$ cat src/design/periph_params.svh
`ifndef PERIPH_PARAMS_SVH
`define PERIPH_PARAMS_SVH

// Bus word and address widths
`define WB_DW 32
`define WB_AW 32

// Slave field of the byte address
`define SLV_SEL_MSB 7
`define SLV_SEL_LSB 5

// Register field of the byte address, word aligned
`define REG_SEL_MSB 4
`define REG_SEL_LSB 2

// Slave indices, all others unmapped
`define SLV_GPIO0 3'd0
`define SLV_GPIO1 3'd1
`define SLV_IRQ   3'd2

// GPIO register offsets
`define GPIO_REG_OUT  3'd0
`define GPIO_REG_DIR  3'd1
`define GPIO_REG_IN   3'd2
`define GPIO_REG_IEN  3'd3
`define GPIO_REG_STAT 3'd4

// Interrupt controller register offsets
`define IRQ_REG_RAW  3'd0
`define IRQ_REG_MASK 3'd1
`define IRQ_REG_PEND 3'd2

// Source slots after UART and SPI sources
`define IRQ_BIT_GPIO0 6
`define IRQ_BIT_GPIO1 7

// Pin counts per bank
`define GPIO0_W 8
`define GPIO1_W 4

`endif

$ cat src/design/periph_pkg.sv
`default_nettype none

`include "periph_params.svh"

////////////////////////////////////////////////////////////
// Peripheral types
////////////////////////////////////////////////////////////

package periph_pkg;

	// Bank 0 pins
	typedef logic [`GPIO0_W-1:0] gpio0_pins_t;

	// Bank 1 pins, the narrow bank
	typedef logic [`GPIO1_W-1:0] gpio1_pins_t;

	// Slave index taken from the address
	typedef logic [`SLV_SEL_MSB-`SLV_SEL_LSB:0] slv_sel_t;

	// One bit per interrupt source
	// Same width as the bus so RAW and PEND read back whole
	typedef logic [`WB_DW-1:0] irq_vec_t;

endpackage

`default_nettype wire

$ cat src/design/wb_pkg.sv
`default_nettype none

`include "periph_params.svh"

////////////////////////////////////////////////////////////
// Wishbone bus types
////////////////////////////////////////////////////////////

package wb_pkg;

	// Byte address as driven by the master
	typedef logic [`WB_AW-1:0] wb_addr_t;

	// One bus word
	typedef logic [`WB_DW-1:0] wb_data_t;

	// One enable per byte lane
	// Slaves only ever see full words
	typedef logic [`WB_DW/8-1:0] wb_sel_t;

	// Word index inside one slave
	typedef logic [`REG_SEL_MSB-`REG_SEL_LSB:0] reg_idx_t;

endpackage

`default_nettype wire

$ cat src/design/gpio_bank.sv
`default_nettype none

`include "periph_params.svh"

module gpio_bank #(
	parameter type pins_t = logic [7:0]
) (
	input  wire                   wb_clk_i,
	input  wire                   rst_n_i,
	input  wire                   stb_i,
	input  wire                   wb_cyc_i,
	input  wire                   wb_we_i,
	input  wire wb_pkg::reg_idx_t reg_i,
	input  wire wb_pkg::wb_data_t wdat_i,
	input  wire pins_t            gpio_i,
	output logic                  ack_o,
	output wb_pkg::wb_data_t      rdat_o,
	output pins_t                 gpio_o,
	output pins_t                 gpio_oe_o,
	output logic                  irq_o
);
	import wb_pkg::*;

	// Pin count of this bank
	localparam int W = $bits(pins_t);

	// Bus side
	logic     access;
	logic     wr;
	wb_data_t rd_val;

	// Software registers
	pins_t out_q;
	pins_t dir_q;
	pins_t ien_q;
	pins_t stat_q;

	// Input path
	pins_t sync1_q;
	pins_t sync2_q;
	pins_t prev_q;
	pins_t rise;
	pins_t stat_clr;

	////////////////////////////////////////////////////////////
	// Bus handshake
	////////////////////////////////////////////////////////////

	// New access only while ack is low
	assign access = stb_i & wb_cyc_i & ~ack_o;
	assign wr     = access & wb_we_i;

	always_ff @(posedge wb_clk_i) begin
		if (!rst_n_i) begin
			ack_o <= 1'b0;
		end else begin
			ack_o <= access;
		end
	end

	// Undefined offsets read as zero
	always_comb begin
		rd_val = '0;
		case (reg_i)
			`GPIO_REG_OUT:  rd_val[W-1:0] = out_q;
			`GPIO_REG_DIR:  rd_val[W-1:0] = dir_q;
			`GPIO_REG_IN:   rd_val[W-1:0] = sync2_q;
			`GPIO_REG_IEN:  rd_val[W-1:0] = ien_q;
			`GPIO_REG_STAT: rd_val[W-1:0] = stat_q;
			default:        rd_val = '0;
		endcase
	end

	// Data lands together with ack
	always_ff @(posedge wb_clk_i) begin
		if (access) begin
			rdat_o <= rd_val;
		end
	end

	////////////////////////////////////////////////////////////
	// Output, direction and enable registers
	////////////////////////////////////////////////////////////

	always_ff @(posedge wb_clk_i) begin
		if (!rst_n_i) begin
			out_q <= '0;
			dir_q <= '0;
			ien_q <= '0;
		end else if (wr) begin
			case (reg_i)
				`GPIO_REG_OUT: out_q <= wdat_i[W-1:0];
				`GPIO_REG_DIR: dir_q <= wdat_i[W-1:0];
				`GPIO_REG_IEN: ien_q <= wdat_i[W-1:0];
				// IN is read only, STAT handled below
				default: ;
			endcase
		end
	end

	assign gpio_o    = out_q;
	assign gpio_oe_o = dir_q;

	////////////////////////////////////////////////////////////
	// Input sync and edge status
	////////////////////////////////////////////////////////////

	// Two flop synchronizer then one flop for edge detect
	always_ff @(posedge wb_clk_i) begin
		if (!rst_n_i) begin
			sync1_q <= '0;
			sync2_q <= '0;
			prev_q  <= '0;
		end else begin
			sync1_q <= gpio_i;
			sync2_q <= sync1_q;
			prev_q  <= sync2_q;
		end
	end

	assign rise = sync2_q & ~prev_q;

	// Write one to clear
	always_comb begin
		stat_clr = '0;
		if (wr && (reg_i == `GPIO_REG_STAT)) begin
			stat_clr = wdat_i[W-1:0];
		end
	end

	// Fresh edge wins over a clear in the same cycle
	always_ff @(posedge wb_clk_i) begin
		if (!rst_n_i) begin
			stat_q <= '0;
		end else begin
			stat_q <= (stat_q & ~stat_clr) | (rise & ien_q);
		end
	end

	// Level request while any status bit is up
	assign irq_o = |stat_q;

endmodule

`default_nettype wire

$ cat src/design/irq_ctrl.sv
`default_nettype none

`include "periph_params.svh"

module irq_ctrl (
	input  wire                      wb_clk_i,
	input  wire                      rst_n_i,
	input  wire                      stb_i,
	input  wire                      wb_cyc_i,
	input  wire                      wb_we_i,
	input  wire wb_pkg::reg_idx_t    reg_i,
	input  wire wb_pkg::wb_data_t    wdat_i,
	input  wire periph_pkg::irq_vec_t src_i,
	output logic                     ack_o,
	output wb_pkg::wb_data_t         rdat_o,
	output logic                     irq_o
);
	import wb_pkg::*;
	import periph_pkg::*;

	logic     access;
	logic     wr;
	wb_data_t rd_val;

	// Enabled sources
	irq_vec_t mask_q;
	// Raw sources that pass the mask
	irq_vec_t pend;

	////////////////////////////////////////////////////////////
	// Bus handshake
	////////////////////////////////////////////////////////////

	assign access = stb_i & wb_cyc_i & ~ack_o;
	assign wr     = access & wb_we_i;

	always_ff @(posedge wb_clk_i) begin
		if (!rst_n_i) begin
			ack_o <= 1'b0;
		end else begin
			ack_o <= access;
		end
	end

	always_comb begin
		case (reg_i)
			`IRQ_REG_RAW:  rd_val = src_i;
			`IRQ_REG_MASK: rd_val = mask_q;
			`IRQ_REG_PEND: rd_val = pend;
			default:       rd_val = '0;
		endcase
	end

	always_ff @(posedge wb_clk_i) begin
		if (access) begin
			rdat_o <= rd_val;
		end
	end

	////////////////////////////////////////////////////////////
	// Mask and request
	////////////////////////////////////////////////////////////

	// RAW and PEND ignore writes
	always_ff @(posedge wb_clk_i) begin
		if (!rst_n_i) begin
			mask_q <= '0;
		end else if (wr && (reg_i == `IRQ_REG_MASK)) begin
			mask_q <= wdat_i;
		end
	end

	// Sources are levels, cleared at their bank
	assign pend  = src_i & mask_q;
	assign irq_o = |pend;

endmodule

`default_nettype wire

$ cat src/design/periph_top.sv
`default_nettype none

`include "periph_params.svh"

module periph_top (
	input  wire                         wb_clk_i,
	input  wire                         rst_n_i,
	input  wire                         wb_cyc_i,
	input  wire                         wb_stb_i,
	input  wire                         wb_we_i,
	input  wire wb_pkg::wb_addr_t       wb_adr_i,
	input  wire wb_pkg::wb_sel_t        wb_sel_i,
	input  wire wb_pkg::wb_data_t       wb_dat_i,
	input  wire periph_pkg::gpio0_pins_t gpio0_i,
	input  wire periph_pkg::gpio1_pins_t gpio1_i,
	output logic                        wb_ack_o,
	output logic                        wb_err_o,
	output wb_pkg::wb_data_t            wb_dat_o,
	output periph_pkg::gpio0_pins_t     gpio0_o,
	output periph_pkg::gpio0_pins_t     gpio0_oe_o,
	output periph_pkg::gpio1_pins_t     gpio1_o,
	output periph_pkg::gpio1_pins_t     gpio1_oe_o,
	output logic                        irq_o
);
	import wb_pkg::*;
	import periph_pkg::*;

	// Strobes from the decoder
	logic gpio0_stb;
	logic gpio1_stb;
	logic irq_stb;

	// Slave answers
	logic     gpio0_ack;
	logic     gpio1_ack;
	logic     irq_ack;
	wb_data_t gpio0_dat;
	wb_data_t gpio1_dat;
	wb_data_t irq_dat;

	// Register field shared by all slaves
	reg_idx_t reg_idx;

	// Bank requests and the assembled source vector
	logic     gpio0_irq;
	logic     gpio1_irq;
	irq_vec_t irq_src;

	assign reg_idx = wb_adr_i[`REG_SEL_MSB:`REG_SEL_LSB];

	////////////////////////////////////////////////////////////
	// Address decoder
	////////////////////////////////////////////////////////////

	wb_decoder u_decoder (
		.wb_clk_i    (wb_clk_i),
		.rst_n_i     (rst_n_i),
		.wb_cyc_i    (wb_cyc_i),
		.wb_stb_i    (wb_stb_i),
		.wb_adr_i    (wb_adr_i),
		.gpio0_ack_i (gpio0_ack),
		.gpio1_ack_i (gpio1_ack),
		.irq_ack_i   (irq_ack),
		.gpio0_dat_i (gpio0_dat),
		.gpio1_dat_i (gpio1_dat),
		.irq_dat_i   (irq_dat),
		.gpio0_stb_o (gpio0_stb),
		.gpio1_stb_o (gpio1_stb),
		.irq_stb_o   (irq_stb),
		.wb_ack_o    (wb_ack_o),
		.wb_err_o    (wb_err_o),
		.wb_dat_o    (wb_dat_o)
	);

	////////////////////////////////////////////////////////////
	// GPIO banks
	////////////////////////////////////////////////////////////

	gpio_bank #(
		.pins_t (gpio0_pins_t)
	) u_gpio0 (
		.wb_clk_i  (wb_clk_i),
		.rst_n_i   (rst_n_i),
		.stb_i     (gpio0_stb),
		.wb_cyc_i  (wb_cyc_i),
		.wb_we_i   (wb_we_i),
		.reg_i     (reg_idx),
		.wdat_i    (wb_dat_i),
		.gpio_i    (gpio0_i),
		.ack_o     (gpio0_ack),
		.rdat_o    (gpio0_dat),
		.gpio_o    (gpio0_o),
		.gpio_oe_o (gpio0_oe_o),
		.irq_o     (gpio0_irq)
	);

	// Narrow bank built from the same core
	gpio_bank #(
		.pins_t (gpio1_pins_t)
	) u_gpio1 (
		.wb_clk_i  (wb_clk_i),
		.rst_n_i   (rst_n_i),
		.stb_i     (gpio1_stb),
		.wb_cyc_i  (wb_cyc_i),
		.wb_we_i   (wb_we_i),
		.reg_i     (reg_idx),
		.wdat_i    (wb_dat_i),
		.gpio_i    (gpio1_i),
		.ack_o     (gpio1_ack),
		.rdat_o    (gpio1_dat),
		.gpio_o    (gpio1_o),
		.gpio_oe_o (gpio1_oe_o),
		.irq_o     (gpio1_irq)
	);

	////////////////////////////////////////////////////////////
	// Interrupt controller
	////////////////////////////////////////////////////////////

	// Former UART and SPI slots stay low
	always_comb begin
		irq_src                 = '0;
		irq_src[`IRQ_BIT_GPIO0] = gpio0_irq;
		irq_src[`IRQ_BIT_GPIO1] = gpio1_irq;
	end

	irq_ctrl u_irq (
		.wb_clk_i (wb_clk_i),
		.rst_n_i  (rst_n_i),
		.stb_i    (irq_stb),
		.wb_cyc_i (wb_cyc_i),
		.wb_we_i  (wb_we_i),
		.reg_i    (reg_idx),
		.wdat_i   (wb_dat_i),
		.src_i    (irq_src),
		.ack_o    (irq_ack),
		.rdat_o   (irq_dat),
		.irq_o    (irq_o)
	);

endmodule

`default_nettype wire

$ cat src/design/wb_decoder.sv
`default_nettype none

`include "periph_params.svh"

module wb_decoder (
	input  wire                   wb_clk_i,
	input  wire                   rst_n_i,
	input  wire                   wb_cyc_i,
	input  wire                   wb_stb_i,
	input  wire wb_pkg::wb_addr_t wb_adr_i,
	input  wire                   gpio0_ack_i,
	input  wire                   gpio1_ack_i,
	input  wire                   irq_ack_i,
	input  wire wb_pkg::wb_data_t gpio0_dat_i,
	input  wire wb_pkg::wb_data_t gpio1_dat_i,
	input  wire wb_pkg::wb_data_t irq_dat_i,
	output logic                  gpio0_stb_o,
	output logic                  gpio1_stb_o,
	output logic                  irq_stb_o,
	output logic                  wb_ack_o,
	output logic                  wb_err_o,
	output wb_pkg::wb_data_t      wb_dat_o
);
	import wb_pkg::*;
	import periph_pkg::*;

	// Decoded slave field
	slv_sel_t slv;
	// Active request from the master
	logic     req;
	// No slave behind this index
	logic     unmapped;
	// Mux result before it leaves the block
	wb_data_t dat_mux;

	////////////////////////////////////////////////////////////
	// Slave select
	////////////////////////////////////////////////////////////

	assign slv = wb_adr_i[`SLV_SEL_MSB:`SLV_SEL_LSB];
	assign req = wb_cyc_i & wb_stb_i;

	// At most one strobe, none for unmapped space
	assign gpio0_stb_o = wb_stb_i & (slv == `SLV_GPIO0);
	assign gpio1_stb_o = wb_stb_i & (slv == `SLV_GPIO1);
	assign irq_stb_o   = wb_stb_i & (slv == `SLV_IRQ);

	////////////////////////////////////////////////////////////
	// Return path
	////////////////////////////////////////////////////////////

	// Master holds the address until ack, so the same field
	// steers data and ack back
	always_comb begin
		unmapped = 1'b0;
		dat_mux  = '0;
		wb_ack_o = 1'b0;
		case (slv)
			`SLV_GPIO0: begin
				dat_mux  = gpio0_dat_i;
				wb_ack_o = gpio0_ack_i;
			end
			`SLV_GPIO1: begin
				dat_mux  = gpio1_dat_i;
				wb_ack_o = gpio1_ack_i;
			end
			`SLV_IRQ: begin
				dat_mux  = irq_dat_i;
				wb_ack_o = irq_ack_i;
			end
			// Zero data on error cycles
			default: unmapped = 1'b1;
		endcase
	end

	assign wb_dat_o = dat_mux;

	// Error answer with the same one cycle latency as a slave
	always_ff @(posedge wb_clk_i) begin
		if (!rst_n_i) begin
			wb_err_o <= 1'b0;
		end else begin
			wb_err_o <= req & unmapped & ~wb_err_o;
		end
	end

endmodule

`default_nettype wire

$ cat config.mk
export PLATFORM = sky130hd
export DESIGN_NAME = periph_top
export DESIGN_NICKNAME = d
export VERILOG_FILES = /design/src/design/periph_pkg.sv /design/src/design/wb_pkg.sv /design/src/design/gpio_bank.sv /design/src/design/irq_ctrl.sv /design/src/design/periph_top.sv /design/src/design/wb_decoder.sv
export VERILOG_INCLUDE_DIRS = /design/src /design/src/design
export SDC_FILE = /design/constraint.sdc
export NUM_CORES = 1
export LEC_CHECK = 0
export BUFFER_PORTS_ARGS = -buffer_cell sky130_fd_sc_hd__clkbuf_2
export CAP_MARGIN = 20
export CORE_MARGIN = 3
export CORE_UTILIZATION = 40
export DETAILED_ROUTE_END_ITERATION = 8
export PLACE_DENSITY_LB_ADDON = 0.05
export SLEW_MARGIN = 20
export SYNTH_ARGS = -nofsm -noshare
export SYNTH_HDL_FRONTEND = slang
export SYNTH_SLANG_ARGS = --single-unit
$ cat constraint.sdc
create_clock -name wb_clk_i -period 6.55 [get_ports wb_clk_i]
set_clock_uncertainty 0.1 [all_clocks]
set_input_delay 0.9825 -clock wb_clk_i [delete_from_list [all_inputs] [get_ports wb_clk_i]]
set_output_delay 0.9825 -clock wb_clk_i [all_outputs]
set_load 0.02 [all_outputs]
==> out/qor.csv <==
stage,metric,value,unit
layout,final_nets,800,
worst_hold_path,hold_start,u_gpio1.sync1_q[2],
clock_network,cts_hold_buf,0,
setup_path,worstPathArrival,2.23,ns
yosys,avgSynthCellArea,10.9,um2
worst_hold_path,holdPathStages,1,
clock_network,postCtsSetupRepairBufs,0,
global_route,antenna_found_initial,0,
placed_design,dpl.hpwl,11000,um
setup_path,timing.rr.end,u_gpio0.gpio_oe_o[0],
yosys,synth_flop_cell,dfxtp_1,
power_and_ir_drop,vdd_drop_max,179,uV
setup_path,reg2regPathDepth,3,
timing,hold_ws,0.332,ns
setup_path,critical_path_class,in -> out,
setup_path,required,5.47,ns
setup_path,r2r_start,u_gpio0.ack_o,
drt,first_pass_iters,4,
clock_network,clk_pin_slew_worst_paths,0.06,ns
timing,setup_viol,0,
power_and_ir_drop,p_leak,3.42,nW
drt,antenna_left,0,
layout,antenna_cells,0,
timing,setup_ws,3.24,ns
timing,hold_violations,0,
yosys,synth_top_area_share,35.5,%
clock_network,cts_root_buffer,clkbuf_16,
yosys,syn-instance-count,621,
drt,vias_per_cell,5.03,
placed_design,numPortBuffers,113,
placed_design,place_congestion,0.842,
clock_network,cts_tree,done,
drt,drc,0,
yosys,synth_nets,706,
yosys,ys_seq_area_share,55.1,%
setup_path,regToRegSetupSlack,4.49,ns
yosys,ys_ff_latch,164,
drt,vias,4744,
clock_network,clock_path_buffers,2,
layout,layout-drive-gt1-share,24.2,%
floorplan,fp.dieH,136,um
clock_network,clk-insertion-delay-late,0.42,ns
layout,final_cell_area,8050,um2
global_route,grt_pass1_wl,24700,um
timing,maxSlewViolCount,0,
clock_network,clock-sinks,164,
floorplan,io_pins,144,
yosys,synth_edf_count,44,
timing,rsz0062_at_grt,false,
global_route,grt_pass1_vias,4513,
global_route,grtUsageTotal,17.6,%
yosys,yosysUniqueCellTypes,44,
setup_path,cp-start-kind,input port,
global_route,grt_max_degree,83,
floorplan,die-area,18500,um2
drt,drt_iter0_drc,228,
timing,max_freq,302,MHz
placed_design,placed_cell_area,7440,um2
floorplan,rows,46,
timing,worst_pin_slew,1.04,ns
timing,finalCritPeriodShare,50.5,%
timing,slew_headroom,30.8,%
clock_network,postCtsResizedCells,0,
placed_design,dp_slack,3.18,ns
power_and_ir_drop,p_per_area,267,nW/um2
flow_run,drv_cap,0,
yosys,synth_area_leaders,"dfxtp_1 36%, edfxtp_1 20%, mux2i_1 11%",
setup_path,crit_fanout,24,
clock_network,cts-buffers-inserted,17,
yosys,async_flop_share,0,%
drt,wl_per_cell,16.9,um
worst_hold_path,hold_end,u_gpio1.sync2_q[2],
floorplan,die_x,136,um
setup_path,endpoint_kind,output port,
outcome,status,"complete, no violations",
worst_hold_path,worst_hold_path_type,reg -> reg,
yosys,synth_top_cell_by_area,dfxtp_1,
power_and_ir_drop,total_power,0.00215,W
timing,setup_tns,0,ns
yosys,yosysWarnings,0,
yosys,syn-cell-area,6760,um2
floorplan,start_util,41.6,%
global_route,gr-total-overflow,0,
drt,routed_wirelength,15900,um
timing,period_needed,3.31,ns
layout,syn2layout_area_growth,19.2,%
clock_network,htreeDepth,4,
floorplan,core,16200,um2
cells in the mapped netlist (2+ instances only):
| library cell | instances |
|---|---|
| a21oi_1 | 8 |
| a22oi_1 | 22 |
| a32o_1 | 12 |
| and2_1 | 93 |
| and3_1 | 2 |
| and4bb_1 | 2 |
| buf_2 | 9 |
| buf_6 | 3 |
| clkbuf_1 | 30 |
| dfxtp_1 | 120 |
| edfxtp_1 | 44 |
| inv_1 | 2 |
| mux2_2 | 11 |
| mux2i_1 | 77 |
| nand2_1 | 108 |
| nand3_1 | 2 |
| nand3_2 | 4 |
| nand4_1 | 12 |
| nor2b_1 | 16 |
| nor3_1 | 5 |
| o22ai_1 | 11 |
| or2_0 | 4 |
| or4_1 | 3 |
logic make-up (layout without fill, tap and decap cells):
logic type | count (synthesis) | count (layout) | share of synthesized area [%]
buffers and inverters | 46 | 153 | 3.11
multiplexers | 89 | 89 | 13.6
AND/OR/NAND/NOR | 265 | 265 | 21.9
flip-flops | 164 | 164 | 55.1
AO/OA/AOI/OAI | 57 | 57 | 6.28
per-stage QoR:
| step | instances | util (%) |
|---|---|---|
| 5_1_grt | 944 | 49.6 |
| 4_1_cts | 944 | 49.6 |
| 6_report | 944 | 49.6 |
| 3_3_place_gp | 912 | 45.9 |
| 2_1_floorplan | 621 | - |
| 3_5_place_dp | 912 | 45.9 |
flip-flops by register name (all words and copies together), names as in the netlist:
signal,cells
u_decoder.wb_err_o,1
u_gpio0.ack_o,1
u_gpio0.gpio_o,8
u_gpio0.gpio_oe_o,8
u_gpio0.ien_q,8
u_gpio0.prev_q,8
u_gpio0.rdat_o,8
u_gpio0.stat_q,8
u_gpio0.sync1_q,8
u_gpio0.sync2_q,8
u_gpio1.ack_o,1
u_gpio1.gpio_o,4
u_gpio1.gpio_oe_o,4
u_gpio1.ien_q,4
u_gpio1.prev_q,4
u_gpio1.rdat_o,4
u_gpio1.stat_q,4
u_gpio1.sync1_q,4
u_gpio1.sync2_q,4
u_irq.ack_o,1
u_irq.mask_q,32
u_irq.rdat_o,32
area by class of cell:
type / count / area, um2
Tap cell: 216 / 270
Clock inverter: 10 / 91.3
Multi-Input combinational cell: 411 / 2830
Fill cell: 1522 / 8180
Timing Repair Buffer: 119 / 613
Inverter: 2 / 7.51
Sequential cell: 164 / 3720
Clock buffer: 22 / 518
cell usage in the layout (no fill, tap or decap), drive strengths merged, types with 12 or more instances in the layout:
cell,instances
dfxtp,120
clkbuf,134
and2,93
mux2i,77
nand2,108
nand4,12
edfxtp,44
a32o,12
nor2b,16
a22oi,22
worst max-delay path by stage:
stage / startpoint / endpoint / slack [ns] / cells after the start
2_1_floorplan: wb_adr_i[5] / u_irq.rdat_o[0] / 2.24 / 2
3_3_place_gp: wb_adr_i[6] / u_gpio0.gpio_oe_o[5] / 3.18 / 4
3_5_place_dp: wb_adr_i[5] / wb_dat_o[31] / 3.18 / 5
4_1_cts: wb_adr_i[5] / wb_dat_o[31] / 3.17 / 5
5_1_grt: wb_adr_i[5] / wb_dat_o[29] / 3.09 / 5
6_report: wb_adr_i[5] / wb_dat_o[31] / 3.24 / 5
power breakdown:
part / switching [W] / internal (W) / total [W]
clock: 0.000394 / 0.000602 / 0.000995
combinational: 0.0000679 / 0.0000348 / 0.000103
sequential: 0.00000391 / 0.00105 / 0.00105
total: 0.000466 / 0.00168 / 0.00215
per-layer routing:
metal  global-route usage (%)  vias to the layer above  routed length (um)
li1                         -                     2356                   -
met1                     24.4                     2241                7320
met2                     27.2                      129                7600
met3                     3.92                       18                 780
met4                     6.16                        0                 231
met5                        0                        -                   0
critical path: stages:
cell and delay [ns]:
clkbuf_2 0.26, nor3b_2 0.34, buf_4 0.29, and2_1 0.17, clkbuf_2 0.17
No activity file was read; power rests on OpenSTA's default activity.
